## src/hw/lcdPkg.sv

```systemverilog
`default_nettype none

package lcdPkg;

    localparam logic [15:0] vramBase = 16'h8000;
    localparam int vramDepth = 8192; // Addressed by a 13-bit offset.

    localparam logic [15:0] regBase = 16'hff40;
    localparam logic [3:0] lcdcOffset = 4'd0;
    localparam logic [3:0] scyOffset = 4'd2;
    localparam logic [3:0] scxOffset = 4'd3;
    localparam logic [3:0] lyOffset = 4'd4;
    localparam logic [3:0] bgpOffset = 4'd7;

    localparam logic [12:0] mapOffset0 = 13'h1800; // Map at 0x9800.
    localparam logic [12:0] mapOffset1 = 13'h1c00; // Map at 0x9c00.

    localparam int tileSize = 8;
    localparam int tileBytes = 16; // Two plane bytes per tile row.
    localparam int mapWidth = 32;

    typedef logic [1:0] Shade;

    // Only three flags steer the background; the rest are just storage.
    typedef struct packed {
        logic displayEnable;
        logic [2:0] spareHigh;
        logic tileMapSelect;
        logic [1:0] spareLow;
        logic bgEnable;
    } LcdFlags;

    typedef union packed {
        logic [7:0] raw;
        LcdFlags flags;
    } LcdControl;

endpackage

`default_nettype wire

```

## src/hw/busDecoder.sv

```systemverilog
`timescale 1ns/1ns
`default_nettype none

module busDecoder
    import lcdPkg::*;
(
    input wire db,
    input wire reset,
    input wire busValid,
    input wire busWrite,
    input wire [15:0] busAddr,
    input wire [7:0] busWdata,
    input wire [7:0] regRdata,
    input wire [7:0] vramRdata,
    input wire vramReady,
    output logic busReady,
    output logic [7:0] busRdata,
    output logic busRvalid,
    output logic regValid,
    output logic vramValid,
    output logic tgtWrite,
    output logic [12:0] tgtOffset,
    output logic [7:0] tgtWdata
);

    logic vramHit;
    logic regHit;
    logic readAccept;
    logic readFromVram;
    logic readFromReg;

    assign vramHit = busAddr[15:13] == vramBase[15:13]; // 0x8000 to 0x9fff.
    assign regHit = busAddr[15:4] == regBase[15:4];

    assign regValid = busValid && regHit;
    assign vramValid = busValid && vramHit;
    assign busReady = vramHit ? vramReady : 1'b1; // Registers and holes never stall.

    assign tgtWrite = busWrite;
    assign tgtOffset = busAddr[12:0];
    assign tgtWdata = busWdata;

    assign readAccept = busValid && busReady && !busWrite;

    always_ff @(posedge db) begin
        if (reset) begin
            busRvalid <= 1'b0;
            readFromVram <= 1'b0;
            readFromReg <= 1'b0;
        end else begin
            busRvalid <= readAccept;
            if (readAccept) begin
                readFromVram <= vramHit;
                readFromReg <= regHit;
            end
        end
    end

    // Unmapped reads fall through to all ones.
    assign busRdata = readFromVram ? vramRdata : (readFromReg ? regRdata : 8'hff);

    targetOneHot: assert property (@(posedge db) disable iff (reset)
        !(regValid && vramValid));

endmodule

`default_nettype wire

```

## config.mk

```make
export PLATFORM = sky130hd
export DESIGN_NAME = busDecoder
export DESIGN_NICKNAME = d
export VERILOG_FILES = /design/src/hw/lcdPkg.sv /design/src/hw/busDecoder.sv
export SDC_FILE = /design/constraint.sdc
export NUM_CORES = 1
export LEC_CHECK = 0
export BUFFER_PORTS_ARGS = -buffer_cell sky130_fd_sc_hd__clkbuf_2
export CAP_MARGIN = 20
export CORE_UTILIZATION = 24
export CTS_CLUSTER_SIZE = 20
export DETAILED_ROUTE_END_ITERATION = 6
export GPL_ROUTABILITY_DRIVEN = 0
export PLACE_DENSITY = 0.76
export SETUP_SLACK_MARGIN = 0.05
export SLEW_MARGIN = 40
export SYNTH_ARGS = -nofsm -noshare
export SYNTH_HDL_FRONTEND = slang
export SYNTH_SLANG_ARGS = --single-unit
```

## constraint.sdc

```tcl
create_clock -name db -period 1.1 [get_ports db]
set_clock_uncertainty 0.2 [all_clocks]
set_input_delay 0.055 -clock db [delete_from_list [all_inputs] [get_ports db]]
set_output_delay 0.055 -clock db [all_outputs]
set_load 0.01 [all_outputs]
```

# --- After elaboration in Yosys (flattened, before gate mapping) ---
# Index checks and enable logic that the tools add are counted.
# Widths: inputs -> output; s select.
op_classes:
  n_eq_ne: 2
  n_mux: 3
  n_reduce_logical: 5
op_table:
  columns: ["cell", "n"]
  rows:
  - ["$mux 8", 2]
  - ["$eq 12x12->1 const B", 1]
  - ["$logic_and 1x1->1", 4]
  - ["$eq 3x3->1 const B", 1]
  - ["$logic_not 1->1", 1]
  - ["$mux 1", 1]
word_totals:
  reg_bits: 3
  input_bits: 45
  out_inout_bits: 34
  wordCells: 13

# --- Depth between registers and ports, before layout ---
depth:
  word_depth: 4
  ltp_mapped: 5

# --- Least setup slack after synthesis ---
# OpenSTA, ideal clock, no wires.
synth_timing:
  path_type: "register to output"
  from: "register readFromVram"
  to: "output port busRdata[0]"
  arrival_ns: 1.038
  t_required_ns: 0.845
  slack_ns: -0.193
  path_stages_with_launch: 6
  path_cell_list: "dfxtp_1 buf_2 nand2b_1 clkbuf_1 nor2_1 a21oi_1"
synth_via:
  elab_chain_len: 1
synth_rtl:
  columns: ["element", "line_no", "rtl"]
  rows:
  - ["start, declared", "busDecoder.sv:29", "logic readFromVram;"]
  - ["start signal, assigned", "busDecoder.sv:53", "readFromVram <= vramHit;"]
  - ["$mux 8", "busDecoder.sv:60", "assign busRdata = readFromVram ? vramRdata : (readFromReg ? regRdata : 8'hff);"]
  - ["end, declared", "busDecoder.sv:17", "output logic [7:0] busRdata,"]
# Every way passes these cells.

# --- Worst setup path in the final report ---
layout_timing:
  from: "register readFromVram"
  to: "output port busRdata[4]"
# The elaborated chain is that of the path after synthesis.

==> impl_metrics.yaml <==
worst_setup_path:
  worst_ep_arrival_time_ns: 1.06
  ff2ff_setup_slack_ns: 0.07
  crit_family: "flip-flops"
  cpMaxStageDelayCell: "dfxtp_2"
  critical-path-max-stage-delay_ns: 0.32
  critPathCaptureType: "output pin"
  crit_path_max_fanout: 8
  timing.rr.end: "readFromReg"
  r2r_start: "readFromReg"
  cp_cell_sequence: "nand2b_4, nor2_2, a21oi_2, buf_2"
  path_buf_inv: 1
  r2r_cells: 3
  cp.required_ns: 0.84
  worstSetupPathType: "register to output pin"
  cp-start-kind: "register"
sta:
  holdWs_ns: -0.0900
  fmax_mhz: 759
  slew_violations: 0
  hold_viol: 3
  setup_violations: 11
  finalSetupTns_ns: -1.70
  slew_headroom_pct: 80.8
  grt_setup_unrepaired: "true"
  tightest_slew_ns: 0.287
  layout_setup_ws_ns: -0.218
  finalCriticalPeriod_ns: 1.32
  post-route-period-util_pct: 120
final_layout:
  fin_util_pct: 52.0
  fin_area_um2: 908
  antennaDiodeCount: 0
  final_cell_mix: "39 x clkbuf_2, 13 x dlygate4sd3_1, 10 x inv_1"
  drive_gt1_share_pct: 70.2
  final_common_cell: "clkbuf_2"
  layout.nets: 170
  layout.filler_cells: 180
  syn_to_final_growth_pct: 101
  fin_cells: 149
cts:
  cts_max_path_buffers: 2
  numCtsBuffers: 3
  clk_pin_slew_worst_paths_ns: 0.04
  root_buffer: "clkbuf_4"
  clock_latency_ns: 0.23
  hold_buffers: 13
  cts.htree.levels: 1
  cts_tree: "done"
  cts_sinks: 3
global_route:
  grt_max_degree: 9
  grt_use_total_pct: 12.1
  grt-ovfl-total: 0
  grt_pass1_wl_um: 1790
  first_global_vias: 484
  antenna_found_initial: 0
synthesis:
  syn-num-nets: 115
  ys_ff_latch: 3
  synth.avg_cell_area_um2: 6.45
  synth_cell_types: 18
  synthFlopType: "dfxtp_1"
  ys_async_sr_fraction_pct: 0
  synth_warnings: 0
  syn-cell-area_um2: 452
  ys_seq_area_share_pct: 13.3
  synth_edf_count: 0
  syn_inst: 70
placed_design:
  io_buffers: 54
  hpwlAfterDp_um: 1050
  place_inst: 130
  dpl_cell_area_um2: 683
routing:
  ant_nets: 0
  postRouteWirelength_um: 1410
  wl_per_cell_um: 9.45
  drt_iter0_markers: 6
  drt_pass1_iterations: 2
  vias: 631
  post_drt_via_cell_ratio: 4.23
  drcViolationCount: 0
floorplanning:
  io_pins: 79
  die_y_um: 45.4
  fp.dieW_um: 45.4
  initial_core_util_pct: 25.9
  rows: 15
  coreArea_um2: 1750
  die_area_um2: 2060
min_path:
  worst_hold_path_type: "input port to register"
  worstHoldPathCells: 3
  worstHoldStart: "busAddr[15]"
  hold_end: "readFromVram"
run_status:
  violations: "negative hold slack, negative setup slack"
  status: "finished, violations left"
power_and_ir_drop:
  power_mw: 0.541
  power_density_nw_per_um2: 595
  power_leakage_nw: 0.460
  ir_worst_vdd_uv: 416
flow_run:
  cap_viol_max_count: 0
[tightest hold or removal path, delay by kind of cell]
family,cells,cell delay (ns)
AOI/OAI and AO/OA,1,0.07
buffers and inverters,1,0.10
and+or+nand+nor,1,0.08
[how the worst max path moves through the flow]
stage / end / cells after the start / from
after floorplan: readFromReg / 3 / busAddr[13]
after global placement: readFromReg / 4 / busAddr[13]
after detailed placement: readFromReg / 4 / busAddr[13]
after CTS: busRdata[0] / 4 / readFromVram
after global routing: busRdata[4] / 4 / readFromVram
final: busRdata[4] / 4 / readFromVram
[final cells by class]
class	instances	area, µm²	area share (%)
multi-input cells	33	260	28.7
flip-flops and latches	3	62.6	6.89
inverters	10	37.5	4.13
repair buffers	74	490	54.0
clock buffers	4	26.3	2.89
well taps	25	31.3	3.44
[cells by family after synthesis]
kind of cell	Yosys count	synth area share, %
AOI/OAI and AO/OA	12	15.2
buffers and inverters	34	46.8
DFF	3	13.3
and+or+nand+nor	21	24.7
[per-layer routing]
| layer | vias up | GRT usage, % | routed length [µm] |
|---|---|---|---|
| met5 | - | 0 | 0 |
| li1 | 308 | - | - |
| met3 | 0 | 7.54 | 167 |
| met4 | 0 | 1.82 | 0 |
| met2 | 50 | 22.6 | 822 |
| met1 | 273 | 11.0 | 418 |
[repair_timing]
item,CTS,global route
setup endpoints to repair,11,12
gates resized for setup,0,24
pin swaps,4,5
endpoints found under the hold margin,15,3
setup buffers,2,1
[synthesized netlist by cell type, drive strengths merged (2+ instances only)]
cell | n | share of area [%]
dfxtp | 3 | 13
nor2 | 12 | 10
buf | 23 | 38
a21oi | 9 | 10
nand2 | 2 | 1.7
inv | 10 | 8.3
[through the flow]
stage	setup WS (ns)	hold WS (ns)
4_1_cts	-0.246	-0.0989
5_1_grt	-0.294	-0.0732
3_3_place_gp	-0.200	-0.0899
6_report	-0.218	-0.0900
3_5_place_dp	-0.216	-0.0899
2_1_floorplan	-0.112	-0.0797
[registers in the layout (all words and copies together), names as in the netlist]
signal	cells
busRvalid	1
readFromReg	1
readFromVram	1
[report_power, final]
group | leakage, nW | switching [mW] | internal, mW
registers | 0.0254 | 0.00143 | 0.113
clock network | 0.0150 | 0.0599 | 0.136
logic | 0.420 | 0.0991 | 0.132
total | 0.460 | 0.160 | 0.381
No activity file was read; power rests on OpenSTA's default activity.
