--- config.mk ---
export PLATFORM = sky130hd
export DESIGN_NAME = lcdRegisters
export DESIGN_NICKNAME = d
export VERILOG_FILES = /design/src/hw/lcdPkg.sv /design/src/hw/lcdRegisters.sv
export SDC_FILE = /design/constraint.sdc
export NUM_CORES = 1
export LEC_CHECK = 0
export BUFFER_PORTS_ARGS = -buffer_cell sky130_fd_sc_hd__buf_2
export CAP_MARGIN = 20
export CORE_ASPECT_RATIO = 0.75
export CORE_MARGIN = 1.5
export CORE_UTILIZATION = 45
export DETAILED_ROUTE_END_ITERATION = 16
export GPL_TIMING_DRIVEN = 1
export PLACE_DENSITY = 0.74
export SYNTH_ARGS = -nofsm -noshare
export SYNTH_HDL_FRONTEND = slang
export SYNTH_SLANG_ARGS = --single-unit
--- constraint.sdc ---
create_clock -name db -period 1.6 [get_ports db]
set_input_delay 0.32 -clock db [delete_from_list [all_inputs] [get_ports db]]
set_output_delay 0.32 -clock db [all_outputs]
set_load 0.005 [all_outputs]
--- src/hw/lcdPkg.sv ---
`default_nettype none

package lcdPkg;

    localparam logic [15:0] vramBase = 16'h8000;
    localparam int vramDepth = 8192; // Addressed by a 13-bit offset.

    localparam logic [15:0] regBase = 16'hff40;
    localparam logic [3:0] lcdcOffset = 4'd0;
    localparam logic [3:0] scyOffset = 4'd2;
    localparam logic [3:0] scxOffset = 4'd3;
    localparam logic [3:0] lyOffset = 4'd4;
    localparam logic [3:0] bgpOffset = 4'd7;

    localparam logic [12:0] mapOffset0 = 13'h1800; // Map at 0x9800.
    localparam logic [12:0] mapOffset1 = 13'h1c00; // Map at 0x9c00.

    localparam int tileSize = 8;
    localparam int tileBytes = 16; // Two plane bytes per tile row.
    localparam int mapWidth = 32;

    typedef logic [1:0] Shade;

    // Only three flags steer the background; the rest are just storage.
    typedef struct packed {
        logic displayEnable;
        logic [2:0] spareHigh;
        logic tileMapSelect;
        logic [1:0] spareLow;
        logic bgEnable;
    } LcdFlags;

    typedef union packed {
        logic [7:0] raw;
        LcdFlags flags;
    } LcdControl;

endpackage

`default_nettype wire

--- src/hw/lcdRegisters.sv ---
`timescale 1ns/1ns
`default_nettype none

module lcdRegisters
    import lcdPkg::*;
(
    input wire db,
    input wire reset,
    input wire regValid,
    input wire tgtWrite,
    input wire [12:0] tgtOffset,
    input wire [7:0] tgtWdata,
    input wire [7:0] ly,
    output logic [7:0] regRdata,
    output LcdControl lcdc,
    output logic [7:0] scy,
    output logic [7:0] scx,
    output logic [7:0] bgp
);

    logic [7:0] readByte;

    always_ff @(posedge db) begin
        if (reset) begin
            lcdc <= '0;
            scy <= '0;
            scx <= '0;
            bgp <= '0;
        end else if (regValid && tgtWrite) begin
            case (tgtOffset[3:0])
                lcdcOffset: lcdc.raw <= tgtWdata;
                scyOffset: scy <= tgtWdata;
                scxOffset: scx <= tgtWdata;
                bgpOffset: bgp <= tgtWdata;
                default: ; // LY and the holes ignore writes.
            endcase
        end
    end

    always_comb begin
        case (tgtOffset[3:0])
            lcdcOffset: readByte = lcdc.raw;
            scyOffset: readByte = scy;
            scxOffset: readByte = scx;
            lyOffset: readByte = ly; // Live line counter from the renderer.
            bgpOffset: readByte = bgp;
            default: readByte = 8'hff;
        endcase
    end

    always_ff @(posedge db) begin
        if (regValid && !tgtWrite) begin
            regRdata <= readByte;
        end
    end

endmodule

`default_nettype wire

# Word level (Yosys, flattened, before mapping)
# Cells that the tools add are included.
# totals
n_memories,0
output_inout_bits,40
mem_bits_ro,0
word_cells,18
register_bits,40
latch_bits,0
mem_bits_rw,0
# op_classes
n_mul,0
div_mod_pow,0
n_lt_le_gt_ge,0
reduce_logical,8
bitwise,0
n_eq_ne,4
mux,1
shift,0
add_sub_neg,0
# op_table
op,count
case mux 8 bit (5 select lines),1
"== test 4 x 2 -> 1 bit, second input constant",2
"== test 4 x 3 -> 1 bit, second input constant",2
AND reduction 2 bit,4
zero test 4 bit,1
logical AND 1 bit,2
zero test 1 bit,1

# Logic depth before layout (Yosys ltp)
# depth
ltp_word,2
mapped_depth,5
depth_no_buf,3

# Least setup slack after synthesis
# Ideal clock, no wire load.
# synth_timing
path_kind,input -> register
start,in tgtOffset[2]
end,reg regRdata[5] (data pin)
cell_stages,5
setup_ps,274
arrival_ps,1184
path_slack_ps,142
cell_sequence,buf_6 -> buf_6 -> mux2_4 -> a221oi_2 -> o221ai_1
# synth_via
elab_chain_cells,2
# synth_lines
element,line_no,source
"start, declared",lcdRegisters.sv:11,"input wire [12:0] tgtOffset,"
== test 4 x 3 -> 1 bit (tied with other cells),lcdRegisters.sv:41,case (tgtOffset[3:0])
case mux 8 bit (5 select lines) (*),lcdRegisters.sv:41,
named net readByte[5],lcdRegisters.sv:21,logic [7:0] readByte;
"end signal, assigned",lcdRegisters.sv:53,regRdata <= readByte;
"end, declared",lcdRegisters.sv:14,"output logic [7:0] regRdata,"
# The timed path passes the listed nets; every way through them passes the cells marked *.
# A chain may end at the register's enable or synchronous reset.

# Final worst setup path
# layout_timing
start,in tgtOffset[2]
end,reg regRdata[4] (data pin)
# The elaborated chain is that of the path after synthesis.

==> impl_results.md <==
* Ant. Diodes at 0
* TritonCTS clock tree: done
* Final WL at 4886 um
* Setup TNS at 0 ns
* Via density at roughly 5.3
* Final period utilization at 0.9122
* Max Cap Viol at 0
* Status: finished, final reports clean
* Kind of critical path: in2reg
* GR Overflow Total at 0
* DR vias at 1623
* Slowest stage delay, CP at 0.40 ns
* Starting Density at 0.4774
* Peak supply drop at 460.5 uV
* Largest net degree at the start of global routing at 41
* Number of I/O pins at 73
* Worst Tran Pin Value at 0.4779 ns
* Die area at between 0.004 and 0.005 mm2
* Type of the worst min-delay path: in2reg
* GRT Total Usage at 0.2190
* Net Count, Synth at approximately 210
* Vias in the first global route at 1495
* Remaining DRCs at 0
* Worst EP arrival at 1.48 ns
* Worst slack at placement at -0.1760 ns
* Sequential area share after synthesis at 0.4496
* Core box area at 0.004104 mm2
* Die height at 60.15 um
* Clock root cell: clkbuf_8
* Tmin final at around 1.5 ns
* Final Slew Violations at 0
* Critical path's slowest cell: mux2_2
* Synthesized instance count at 179
* Flops & latches, synth at 40
* Clk pin slew, worst setup/hold paths at 0.07 ns
* Placed cell areas at around 0.0024 mm2
* Clock sinks at 40
* Final ANT Viol Nets at 0
* Post-CTS Hold Buffers at 0
* PnR Total Power at 1.969 mW
* Hold Violations, Final at 0
* Req. time, crit path at 1.62 ns
* Row cnt at 20
* Commonest non-fill, non-tap cell in the layout: buf_2
* Clock Latency Late Sink at 0.29 ns
* Critical Path End Type: register
* Worst path cell trace: buf_2, mux2_2, a221oi_1, o221ai_1
* Peak Freq at 685.2 MHz
* Pwr dens at slightly below 800 mW/mm2
* H-tree Lvls at 2
* Wire per inst at between 15 and 20 um
* P_leak at 1.235 nW
* Die Wd at 79.20 um
* Slew margin rel. at 0.6811
* Fin area at between 0.002 and 0.0025 mm2
* Final WS setup at between 0.1 and 0.15 ns
* Yosys warns at 0
* First-pass GRT wire length at 7659 um
* Syn Area/Cell at 10.95 um2
* Leading cell types in the layout, fill and taps excluded: buf_2 (63), nand2b_1 (42), mux2i_1 (32), dfxtp_1 (32), buf_4 (15)
* 1st-pass router iterations at 4
* Fill cells at 374
* Area growth, synth to finish at 26.44%
* IO buf count at between 60 and 70
* Layout Skew at 0.002655 ns
* Area occupied by registers at 880.8 um2
* Multi-input logic area at a little under 0.001 mm2
* Post-DP HPWL at 3418 um
* Post-CTS Setup Repair Bufs at 0
* Yosys cell types at 23
* Initial DRC Count at between 70 and 80
* TritonCTS Buffers at 5
* Endpoints failing setup at 0
* Clock tree buffer depth at 2
* Initial antenna violation count at 0
* Mapped Area at 0.001959 mm2
* Final GP Congestion at 0.8143
* RSZ-0062 raised after global routing: false
* Startpoint types: primary input
* Final Util at 0.6037
* Nets@finish at 284
* Share of layout cells above drive strength 1 at 0.3929
* Worst-path maximum fanout at 17
## synth_stat cells
master	count	area [um2]
and2_1	2	12.51
edfxtp_1	8	240.2
nor2_1	9	33.78
or3_1	1	6.260
buf_6	5	56.30
mux2_2	6	67.56
nand2_2	1	6.260
a221oi_2	2	30.03
clkbuf_1	5	18.77
mux2i_1	32	320.3
buf_2	4	20.02
nor3b_2	1	12.51
nand4_1	1	6.260
a221oi_1	6	52.55
nor2b_1	1	6.260
o221ai_1	8	70.07
a21oi_1	8	40.04
inv_4	1	6.260
nand2_1	1	3.750
and4bb_4	1	16.27
nand2b_1	42	262.8
dfxtp_1	32	640.6
mux2_4	2	30.03
## final cells by class
| type | count | share of cell area |
|---|---|---|
| Timing Repair Buffer | 79 | 0.1808 |
| Sequential cell | 40 | 0.3556 |
| Inverter | 1 | 0.002525 |
| Clock buffer | 8 | 0.03636 |
| Tap cell | 55 | 0.02778 |
| Multi-Input combinational cell | 124 | 0.3970 |
## layer usage
metal,global-route usage,part of all wire
met3,0.05649,0.086
met2,0.3077,0.41
met1,0.3113,0.48
met5,0,0
met4,0.1053,0.019
## sequential cells by signal (all words and copies together), names as in the netlist
signal and flops:
regRdata 8, bgp 8, scy 8, lcdc 8
scx 8
## power by group
| group | leakage (nW) | switching [mW] | total [mW] | internal, mW |
|---|---|---|---|---|
| Sequential | 0.338 | 0.00946 | 1.06 | 1.05 |
| Clock | 0.0455 | 0.340 | 0.691 | 0.352 |
| Combinational | 0.852 | 0.114 | 0.217 | 0.104 |
## worst max-delay path, delay by kind of cell
family	cells	cell delay (ns)
AO/OA/AOI/OAI	2	0.43
buffers and inverters	1	0.34
multiplexers	1	0.40
## repair_timing
item                       in CTS  in global routing
hold endpoints to repair        0                  0
setup endpoints to repair       0                  7
resized for setup               0                  1
## stage by stage
step / std cells / hold WS [ns]
global placement: 299 / 0.4722
detailed placement: 299 / 0.4782
floorplan: 179 / 0.4754
global route: 307 / 0.3530
CTS: 307 / 0.3472
finish: 307 / 0.3495
## logic make-up after synthesis
| group | count (synthesis) | synth area share |
|---|---|---|
| AOI/OAI and AO/OA | 24 | 0.09834 |
| buffers and inverters | 15 | 0.05173 |
| DFF | 40 | 0.4496 |
| muxes | 40 | 0.2133 |
| and+or+nand+nor | 60 | 0.1871 |
## path summary, 6_finish.rpt
check | slack [ns] | to | cells past startpoint | startpoint
worst max register to register | 0.30 | regRdata[4]$_DFFE_PP_ | 3 | scx[4]$_SDFFE_PP0P_
worst min register to register | 0.49 | scx[2]$_SDFFE_PP0P_ | 2 | scx[2]$_SDFFE_PP0P_
worst max-delay path | 0.14 | regRdata[4]$_DFFE_PP_ | 4 | tgtOffset[2]
worst min-delay path | 0.35 | regRdata[0]$_DFFE_PP_ | 3 | ly[0]
(Power assumes the default switching activity.)
