<file path="src/hw/lcdPkg.sv">
`default_nettype none

package lcdPkg;

    localparam logic [15:0] vramBase = 16'h8000;
    localparam int vramDepth = 8192; // Addressed by a 13-bit offset.

    localparam logic [15:0] regBase = 16'hff40;
    localparam logic [3:0] lcdcOffset = 4'd0;
    localparam logic [3:0] scyOffset = 4'd2;
    localparam logic [3:0] scxOffset = 4'd3;
    localparam logic [3:0] lyOffset = 4'd4;
    localparam logic [3:0] bgpOffset = 4'd7;

    localparam logic [12:0] mapOffset0 = 13'h1800; // Map at 0x9800.
    localparam logic [12:0] mapOffset1 = 13'h1c00; // Map at 0x9c00.

    localparam int tileSize = 8;
    localparam int tileBytes = 16; // Two plane bytes per tile row.
    localparam int mapWidth = 32;

    typedef logic [1:0] Shade;

    // Only three flags steer the background; the rest are just storage.
    typedef struct packed {
        logic displayEnable;
        logic [2:0] spareHigh;
        logic tileMapSelect;
        logic [1:0] spareLow;
        logic bgEnable;
    } LcdFlags;

    typedef union packed {
        logic [7:0] raw;
        LcdFlags flags;
    } LcdControl;

endpackage

`default_nettype wire

</file>
<file path="src/hw/lineRenderer.sv">
`timescale 1ns/1ns
`default_nettype none

module lineRenderer
    import lcdPkg::*;
#(
    parameter int lineWidth = 160,
    parameter int numLines = 144
) (
    input wire db,
    input wire reset,
    input wire drawLine,
    input wire LcdControl lcdc,
    input wire [7:0] scy,
    input wire [7:0] scx,
    input wire [7:0] bgp,
    input wire [7:0] renderData,
    input wire pixelReady,
    output logic renderReq,
    output logic [12:0] renderAddr,
    output logic pixelValid,
    output Shade pixelShade,
    output logic [7:0] pixelX,
    output logic [7:0] ly,
    output logic lineDone,
    output logic renderComplete
);

    localparam logic [2:0] fetchIdle = 3'd0;
    localparam logic [2:0] fetchMap = 3'd1; // Map byte requested.
    localparam logic [2:0] fetchLow = 3'd2; // Map byte back, low plane requested.
    localparam logic [2:0] fetchHigh = 3'd3;
    localparam logic [2:0] fetchLast = 3'd4; // High plane byte arrives.

    logic active;
    logic firstTile;
    logic [2:0] fetchStep;
    logic bufFull;
    logic [3:0] shCount;
    logic [12:0] mapBase;
    logic [7:0] bgRow;
    logic [2:0] fineX;
    logic [4:0] tileCol;
    logic bgEn;
    logic [7:0] pal;
    logic [7:0] tileIdx;
    logic [7:0] bufLow;
    logic [7:0] bufHigh;
    logic [7:0] shLow;
    logic [7:0] shHigh;
    logic [2:0] firstShift;
    logic [1:0] colour;
    logic startLine;
    logic loadShift;
    logic xfer;
    logic lastPixel;

    assign startLine = drawLine && !active && lcdc.flags.displayEnable;
    assign loadShift = active && bufFull && shCount == 4'd0;
    assign xfer = pixelValid && pixelReady;
    assign lastPixel = xfer && pixelX == 8'(lineWidth - 1);
    assign firstShift = firstTile ? fineX : 3'd0; // Fine scroll drops the leading pixels.

    assign renderReq = fetchStep == fetchMap || fetchStep == fetchLow || fetchStep == fetchHigh;

    always_comb begin
        case (fetchStep)
            fetchMap: renderAddr = mapBase + 13'(bgRow[7:3]) * 13'(mapWidth) + 13'(tileCol);
            fetchLow: renderAddr = 13'(renderData) * 13'(tileBytes) + 13'({bgRow[2:0], 1'b0});
            default: renderAddr = 13'(tileIdx) * 13'(tileBytes) + 13'({bgRow[2:0], 1'b1});
        endcase
    end

    assign pixelValid = shCount != 4'd0;
    assign colour = bgEn ? {shHigh[7], shLow[7]} : 2'b00;
    assign pixelShade = pal[2 * colour +: 2];

    always_ff @(posedge db) begin
        if (reset) begin
            active <= 1'b0;
            firstTile <= 1'b0;
            fetchStep <= fetchIdle;
            bufFull <= 1'b0;
            shCount <= '0;
            pixelX <= '0;
            ly <= '0;
            lineDone <= 1'b0;
            renderComplete <= 1'b0;
        end else begin
            lineDone <= 1'b0;
            renderComplete <= 1'b0;
            if (startLine) begin
                active <= 1'b1;
                firstTile <= 1'b1;
                pixelX <= '0;
                fetchStep <= fetchMap;
            end else if (lastPixel) begin
                active <= 1'b0; // Any prefetch in flight is abandoned.
                fetchStep <= fetchIdle;
                bufFull <= 1'b0;
                shCount <= '0;
                lineDone <= 1'b1;
                renderComplete <= ly == 8'(numLines - 1);
                ly <= ly == 8'(numLines - 1) ? 8'd0 : ly + 8'd1;
            end else if (active) begin
                case (fetchStep)
                    fetchIdle: if (!bufFull) fetchStep <= fetchMap;
                    fetchMap: fetchStep <= fetchLow;
                    fetchLow: fetchStep <= fetchHigh;
                    fetchHigh: fetchStep <= fetchLast;
                    default: begin
                        fetchStep <= fetchIdle;
                        bufFull <= 1'b1;
                    end
                endcase
                if (loadShift) begin
                    bufFull <= 1'b0; // Frees the buffer for the next tile.
                    firstTile <= 1'b0;
                    shCount <= 4'd8 - {1'b0, firstShift};
                end else if (xfer) begin
                    shCount <= shCount - 4'd1;
                    pixelX <= pixelX + 8'd1;
                end
            end
        end
    end

    always_ff @(posedge db) begin
        if (startLine) begin
            mapBase <= lcdc.flags.tileMapSelect ? mapOffset1 : mapOffset0;
            bgRow <= ly + scy;
            fineX <= scx[2:0];
            tileCol <= scx[7:3];
            bgEn <= lcdc.flags.bgEnable;
            pal <= bgp;
        end
        if (fetchStep == fetchLow) tileIdx <= renderData;
        if (fetchStep == fetchHigh) bufLow <= renderData;
        if (fetchStep == fetchLast) begin
            bufHigh <= renderData;
            tileCol <= tileCol + 5'd1; // Wraps around the 32-tile map row.
        end
        if (loadShift) begin
            shLow <= bufLow << firstShift;
            shHigh <= bufHigh << firstShift;
        end else if (xfer) begin
            shLow <= shLow << 1;
            shHigh <= shHigh << 1;
        end
    end

    pixelHold: assert property (@(posedge db) disable iff (reset)
        pixelValid && !pixelReady |=> pixelValid && $stable(pixelShade) && $stable(pixelX));

endmodule

`default_nettype wire

</file>
<file path="config.mk">
export PLATFORM = sky130hd
export DESIGN_NAME = lineRenderer
export DESIGN_NICKNAME = d
export VERILOG_FILES = /design/src/hw/lcdPkg.sv /design/src/hw/lineRenderer.sv
export SDC_FILE = /design/constraint.sdc
export NUM_CORES = 1
export LEC_CHECK = 0
export ABC_AREA = 1
export BUFFER_PORTS_ARGS = -buffer_cell sky130_fd_sc_hd__buf_2
export CELL_PAD_IN_SITES_DETAIL_PLACEMENT = 1
export CELL_PAD_IN_SITES_GLOBAL_PLACEMENT = 2
export CORE_ASPECT_RATIO = 0.5
export CORE_UTILIZATION = 38
export CTS_BUF_LIST = sky130_fd_sc_hd__clkbuf_4 sky130_fd_sc_hd__clkbuf_8
export DETAILED_ROUTE_END_ITERATION = 12
export PLACE_DENSITY_LB_ADDON = 0.1
export RECOVER_POWER = 100
export SYNTH_ARGS = -nofsm -noshare
export SYNTH_HDL_FRONTEND = slang
export SYNTH_SLANG_ARGS = --single-unit
</file>
<file path="constraint.sdc">
create_clock -name db -period 4.1 [get_ports db]
set_input_delay 0.41 -clock db [delete_from_list [all_inputs] [get_ports db]]
set_output_delay 0.41 -clock db [all_outputs]
set_load 0.05 [all_outputs]
</file>
**Word-level counts from Yosys, hierarchy flattened**

Index checks and enable logic that the tools add are counted.

- Register bits after elaboration: 106
- Latch bits: 0
- Bits in writable memories: 0
- ROM bits: 0
- Bits of input ports: 44
- Output and inout bits: 35
- Word-level logic and storage cells: 109
- Memories kept: 0

- Add/sub/neg operators: 10
- Multipliers: 0
- Div/mod/pow operators: 0
- Order comparisons: 0
- Equal/unequal tests: 10
- Shift operators: 3
- Multiplexer cells: 31
- Bitwise operators: 3
- Reduce and logical (&&, ||, !) cells: 31

Operator list:

| operator | count |
|---|---|
| $mux 8 | 5 |
| $add 12x4->13 | 2 |
| $pmux 13 s2 | 1 |
| $add 8x1->8 const B | 2 |
| $eq 8x8->1 const B | 2 |
| $mux 4 | 4 |
| $shl 8x3->8 | 2 |
| $mux 1 | 14 |
| $add 13x10->13 | 1 |
| $add 13x5->13 | 1 |
| $pmux 3 s4 | 1 |
| $reduce_bool 2->1 | 6 |
| $mux 11 | 1 |
| $mux 5 | 2 |
| $reduce_and 3->1 | 3 |
| $add 8x8->8 | 1 |
| $shiftx 8x4->2 | 1 |
| $eq 3x2->1 const B | 2 |
| $logic_and 1x1->1 | 6 |
| $mux 3 | 2 |
| $reduce_and 2->1 | 3 |
| $reduce_bool 3->1 | 2 |
| $reduce_or 3->1 | 2 |
| $add 5x1->5 const B | 1 |
| other kinds (17) | 21 |

**Depth between registers and ports, before layout**

Gate-level depths: netlist of run 1.

- Depth in word-level cells: 6
- Depth in mapped cells: 11
- Gate-level depth less buffers: 10

**Least setup slack after synthesis of run 1**

Ideal clock, no wire load.

- Kind: reg-to-reg
- From: reg ly[0]
- To: reg bgRow[6], data pin
- Library setup time: 0.252 ns
- Arrival: 1.931 ns
- Data required time: 3.848 ns
- Setup slack: 1.917 ns
- Cell stages (with the launch flop): 10
- Buffers on the path: 0
- Clock period less this slack: 2.183 ns
- Path through: dfxtp_1 > ha_1 > inv_1 > fa_1 > o21ai_0 > nand2_1 > nand2_1 > nand2_1 > nand3_1 > nand2_1

- Longest elaborated chain between the ends: 1

RTL lines:

| element | line | text |
|---|---|---|
| from (decl) | lineRenderer.sv:24 | `output logic [7:0] ly,` |
| from (signal assigned) | lineRenderer.sv:104 | `ly <= ly == 8'(numLines - 1) ? 8'd0 : ly + 8'd1;` |
| $add 8x8->8 | lineRenderer.sv:131 | `bgRow <= ly + scy;` |
| to (signal assigned) | lineRenderer.sv:131 |  |
| to (decl) | lineRenderer.sv:41 | `logic [7:0] bgRow;` |

Every way passes these cells.
A chain may end at the register's enable or synchronous reset.

**Final worst setup path of run 1**

- From: reg shCount[0]
- To: reg shCount[2]

- Longest elaborated chain between the ends: 5
- Elaborated cells on any way between the ends: 13
- Classes of those cells: add/sub (1); mux (4); reduce/logical (8)

RTL lines:

| element | line | text |
|---|---|---|
| from (decl) | lineRenderer.sv:39 | `logic [3:0] shCount;` |
| from (signal assigned) | lineRenderer.sv:119 | `shCount <= 4'd8 - {1'b0, firstShift};` |
| from (signal assigned) | lineRenderer.sv:121 | `shCount <= shCount - 4'd1;` |
| $sub 4x1->4 (tied with other cells) | lineRenderer.sv:121 |  |
| $mux 4 (tied with other cells) | lineRenderer.sv:120 | `end else if (xfer) begin` |
| $mux 4 / $logic_and 1x1->1 (equally long branches) | lineRenderer.sv:116, lineRenderer.sv:61 |  |
| $mux 4 (tied with other cells) | lineRenderer.sv:105 | `end else if (active) begin` |
| $mux 4 / $reduce_and 3->1 (equally long branches) | n/a |  |

Several ways; a longest one is shown, not always the timed one. The select of a mux whose other input is x is not followed.

==> impl_metrics.ini, run 1 <==
[setup_path]
reg2reg_to = shCount[2]$_SDFFE_PP0P_
crit_top_cell = nand2_1
ff2ff_path_depth = 8
critical_path_arrival_ps = 3300
max_stage_delay_ps = 940
critical_path_class = flip-flop to flip-flop
worst_path_max_delay_cell = nand2_1
startpoint_type = flip-flop
crit_fanout = 19
critPathCaptureType = flip-flop
crit_chain = inv_1 -> ha_1 -> nand3_1 -> nand2_1 -> nand3_1 -> nand2_1 -> nand2_1 -> nor2_1
worstReg2RegStart = shCount[0]$_SDFFE_PP0P_
regToRegSetupSlack_ps = 1100
cp.required_ps = 4400

[sta]
worst_pin_slew_ps = 1170
timing.fmax_mhz = 334
rsz0062_at_grt = false
hold_viol_final = 0
post-route-period-util_pct = 73.1
tns_ps = 0
setup_slack_ps = 1100
setup-violations-final = 0
timing.hold.ws_ps = 213
fin_crit_ps = 3000
finalClockSkew_ps = 11.4
max-slew-margin-rel_pct = 22.0
drv_slew = 0

[pwr]
clockPowerShare_pct = 30.2
peakVddDrop_v = 0.000137
power.total_mw = 1.83
p_leak_nw = 2.18
p_comb_share_pct = 12.5
power_frac_seq_pct = 57.3
power.density_nw_per_um2 = 344
power.switching_mw = 0.517
netSwitchingFraction_pct = 28.3
internal-power_mw = 1.31

[yosys]
syn-cell-area_um2 = 4750
async_flop_share_pct = 0
synthTopCellsByArea = edfxtp_1, nand2_1, dfxtp_1, o21ai_0, inv_1
synthCells = 546
ys_types = 34
synth_top_cell_by_area = edfxtp_1
ys_ff_latch = 94
ys.flop_type = edfxtp_1
yosysWarnings = 0
syn-num-nets = 604
yosys.area.top_type_share_pct = 41.7
yosysSeqAreaShare_pct = 53.5
syn_avg_cell_area_um2 = 8.70
synth-edff-count = 66

[grt]
grt_overflow = 0
grt_max_degree = 23
grt_usage_pct = 18.7
antenna_found_initial = 0
grt_pass1_wl_um = 18700
grt_pass1_vias = 3695

[routing]
remaining_drc_errors = 0
vias = 3840
firstDrtPassIters = 4
viasPerCell = 4.87
drtIter0Drc = 164
drt-wirelength-per-cell_um = 14.8
detail-route-antenna-nets = 0
routed_wirelength_um = 11700

[clock_tree]
clock_latency_ps = 360
cts_setup_buffers = 0
cts_tree = yes
cts_made_buffers = 9
cts_max_level = 3
hold_buffers = 0
cts.sinks = 94
cts-root-buf = clkbuf_8
postCtsResizedCells = 0
cts_buffer_depth = 2
clk_pin_slew_worst_paths_ps = 100

[place]
hpwl_um = 8830
globalplace.congestion = 0.805
port_buffers = 73
post-place-ws_ps = 1720
dpl-instance-area_um2 = 5260

[run_status]
status = complete, no violations

[floorplanning]
rows = 28
die_x_um = 160
initial_core_util_pct = 39.7
die_y_um = 81.1
core_um2 = 12000
die-area_um2 = 13000
num_io_pins = 79

[worst_hold_path]
hold_class = primary input to flip-flop
hp-start = bgp[0]
min_path_cells = 1
min_to = pal[0]$_DFFE_PP_

[final_layout]
layout.nets = 676
n_fill_cell = 1504
final_common_cell = nand2_1
drive_gt1_share_pct = 8.83
multi_input_area_um2 = 1880
final_area_um2 = 5320
mostFrequentLayoutCells = nand2_1, edfxtp_1, inv_1
area_delta_synth_final_pct = 11.9
n_antenna_cell = 0
regArea_um2 = 2540

[flow_run]
drv_cap = 0
[stage by stage]
step / cells / utilization (%)
after floorplan: 546 / -
after global placement: 772 / 43.9
after detailed placement: 772 / 43.9
after CTS: 788 / 45.3
after global routing: 788 / 44.4
final: 788 / 44.4
[power groups by stage]
stage	registers [mW]	logic, mW	clock network [mW]
6_report	1.05	0.229	0.551
5_1_grt	1.05	0.252	0.611
4_1_cts	1.05	0.243	0.579
3_5_place_dp	1.07	0.242	0
3_3_place_gp	1.07	0.240	0
2_1_floorplan	1.07	0.169	0
[final cells by class]
type | instances | area share (%)
clock inverters | 6 | 0.683
inverters | 54 | 3.81
well taps | 165 | 3.88
repair buffers | 73 | 5.86
clock buffers | 10 | 2.47
flip-flops and latches | 94 | 47.8
multi-input cells | 386 | 35.5
[logic make-up (layout without fill, tap and decap cells)]
| kind of cell | Yosys count | count (layout) | synth area share, % |
|---|---|---|---|
| compound gates | 81 | 81 | 9.40 |
| xor+xnor | 13 | 13 | 2.40 |
| fa+ha+maj | 14 | 14 | 3.85 |
| buf+inv | 66 | 143 | 5.66 |
| flops | 94 | 94 | 53.5 |
| simple gates | 278 | 278 | 25.2 |
[Yosys cell counts, drive strengths merged, types with 5 or more instances]
| library cell | instances |
|---|---|
| dfxtp | 28 |
| a21oi | 30 |
| nand3 | 39 |
| nor3 | 6 |
| ha | 13 |
| buf | 8 |
| nand4 | 5 |
| nor2 | 46 |
| edfxtp | 66 |
| inv | 53 |
| xor2 | 7 |
| xnor2 | 6 |
| o21ai | 41 |
| nand2 | 179 |
[layer usage]
layer	global-route usage, %	vias to the layer above	part of all wire (%)
met5	0	-	0
met4	4.29	0	0.76
met3	4.65	10	4.2
met2	31.3	63	46
met1	24.7	1806	49
li1	-	1961	-
[worst max-delay path: cells and delay by family, from the launching register on]
family                   cells  cell delay (ps)
AND/OR/NAND/NOR              6             2250
flip-flops                   1              310
adder cells (fa/ha/maj)      1              260
buffers and inverters        1              130
[worst max path at each step]
stage                                         start                       to
after floorplan                  ly[0]$_SDFFE_PP0P_       bgRow[6]$_DFFE_PP_
after global placement      shCount[0]$_SDFFE_PP0P_  shCount[0]$_SDFFE_PP0P_
after detailed placement    shCount[0]$_SDFFE_PP0P_  shCount[2]$_SDFFE_PP0P_
after CTS                 fetchStep[2]$_SDFFE_PP0P_            renderAddr[5]
after global routing        shCount[0]$_SDFFE_PP0P_  shCount[0]$_SDFFE_PP0P_
final                       shCount[0]$_SDFFE_PP0P_  shCount[2]$_SDFFE_PP0P_
Power figures use the tool's default switching activity.
==> inputs of run 2 (changes only) <==
CORE_UTILIZATION = 35   (was 38)
clock period = 3 ns   (was 4.1 ns; I/O delays follow)
==> run 2 against run 1 <==
- register-to-register slack lost 500 ps
- highest routed layer unchanged
- utilization shrank 2.9 points
- setup slack lost 560 ps
- largest cell class unchanged
- sequential cell count is the same
- clock skew is essentially flat
- sequential share of layout area shrank 0.51 points
==> impl_metrics.ini, run 2 (synthesis results as in run 1) <==
[sta]
tns_ps = 0
hold_viol_final = 0
max-slew-margin-rel_pct = 39.5
timing.fmax_mhz = 408
rsz0062_at_grt = false
setup_slack_ps = 550
worst_pin_slew_ps = 908
post-route-period-util_pct = 81.7
drv_slew = 0
fin_crit_ps = 2450
setup-violations-final = 0
finalClockSkew_ps = 11.5

[final_layout]
final_common_cell = nand2_1
final_util_pct = 41.5
layout.nets = 678
drive_gt1_share_pct = 9.29
area_delta_synth_final_pct = 13.1
n_antenna_cell = 0
n_fill_cell = 1567
mostFrequentLayoutCells = nand2_1, edfxtp_1, inv_1

[floorplanning]
initial_core_util_pct = 36.7
die-area_um2 = 14100
die_y_um = 84.4
num_io_pins = 79
die_x_um = 167
rows = 29
core_um2 = 13000

[routing]
firstDrtPassIters = 4
viasPerCell = 4.82
vias = 3824
detail-route-antenna-nets = 0
drtIter0Drc = 165
remaining_drc_errors = 0
routed_wirelength_um = 11700
drt-wirelength-per-cell_um = 14.7

[pwr]
power.total_mw = 2.61
internal-power_mw = 1.88
netSwitchingFraction_pct = 28.1
p_leak_nw = 2.20
clockPowerShare_pct = 33.1
power_frac_seq_pct = 54.8
peakVddDrop_v = 0.000229
power.switching_mw = 0.734
p_comb_share_pct = 12.1
power.density_nw_per_um2 = 486

[clock_tree]
postCtsResizedCells = 0
hold_buffers = 0
cts_max_level = 3
cts_setup_buffers = 0
cts-root-buf = clkbuf_8
cts_tree = yes
clk_pin_slew_worst_paths_ps = 100
cts.sinks = 94
clock_latency_ps = 370
cts_made_buffers = 9
cts_buffer_depth = 2

[grt]
grt_pass1_vias = 3812
grt_usage_pct = 17.8
grt_pass1_wl_um = 19500
busiest_layer = met2
grt_max_degree = 23
antenna_found_initial = 0
use_met1_pct = 24.4
grt_util_met3_pct = 4.15
grt_overflow = 0
grt_util_met2_pct = 28.7

[setup_path]
endpoint = renderAddr[6]
crit_fanout = 8
critical_path_arrival_ps = 2150
crit_start = fetchStep[2]$_SDFFE_PP0P_
cp.required_ps = 2700
startpoint_type = flip-flop
ff2ff_path_depth = 8
critical_path_class = flip-flop to primary output
worstReg2RegStart = shCount[0]$_SDFFE_PP0P_
critPathCaptureType = primary output
reg2reg_to = shCount[1]$_SDFFE_PP0P_
regToRegSetupSlack_ps = 600

[run_status]
status = complete, no violations

[place]
hpwl_um = 8940
port_buffers = 73
post-place-ws_ps = 977
globalplace.congestion = 0.787

[worst_hold_path]
hold_class = primary input to flip-flop
hp-start = bgp[2]

[flow_run]
drv_cap = 0
run 2: routing by layer:
metal,vias up,part of all wire [%]
met5,-,0
met4,0,0.73
met3,8,2.8
met2,50,45
met1,1799,51
li1,1967,-
run 2: how the worst min path moves through the flow:
stage | end | cells after the start
floorplan | bgEn$_DFFE_PP_ | 0
global placement | pal[3]$_DFFE_PP_ | 1
detailed placement | fineX[2]$_DFFE_PP_ | 1
CTS | pal[2]$_DFFE_PP_ | 1
global route | pal[0]$_DFFE_PP_ | 1
finish | pal[2]$_DFFE_PP_ | 1
run 2: per-stage QoR:
| stage | std cells | instance area [um2] | hold WS, ps |
|---|---|---|---|
| floorplan | 546 | 4750 | 399 |
| global placement | 779 | 5280 | 477 |
| detailed placement | 779 | 5280 | 479 |
| CTS | 794 | 5470 | 77.4 |
| global route | 794 | 5370 | 71.8 |
| finish | 794 | 5370 | 99.9 |
run 2: critical path: stages, from the launching register on:
cell and delay, ps:
dfxtp_1 480, inv_1 70, nand3_1 170, nand2_1 120
inv_1 260, nand2_1 100, nand3_1 110, clkbuf_1 480
run 2: area by class of cell:
type                       count  area, um2  share of cell area [%]
sequential                    94       2540                    47.3
multi-input combinational    386       1900                    35.3
timing repair buffer          75        323                    6.01
tap                          170        213                    3.96
inverter                      54        203                    3.77
clock buffer                   9        124                    2.31
clock inverter                 6       71.3                    1.33
run 2: power groups by stage:
stage	sequential (mW)	combinational, mW	clock, mW
floorplan	1.46	0.230	0
global placement	1.46	0.329	0
detailed placement	1.46	0.333	0
CTS	1.43	0.334	0.896
global route	1.44	0.346	0.947
finish	1.43	0.315	0.864
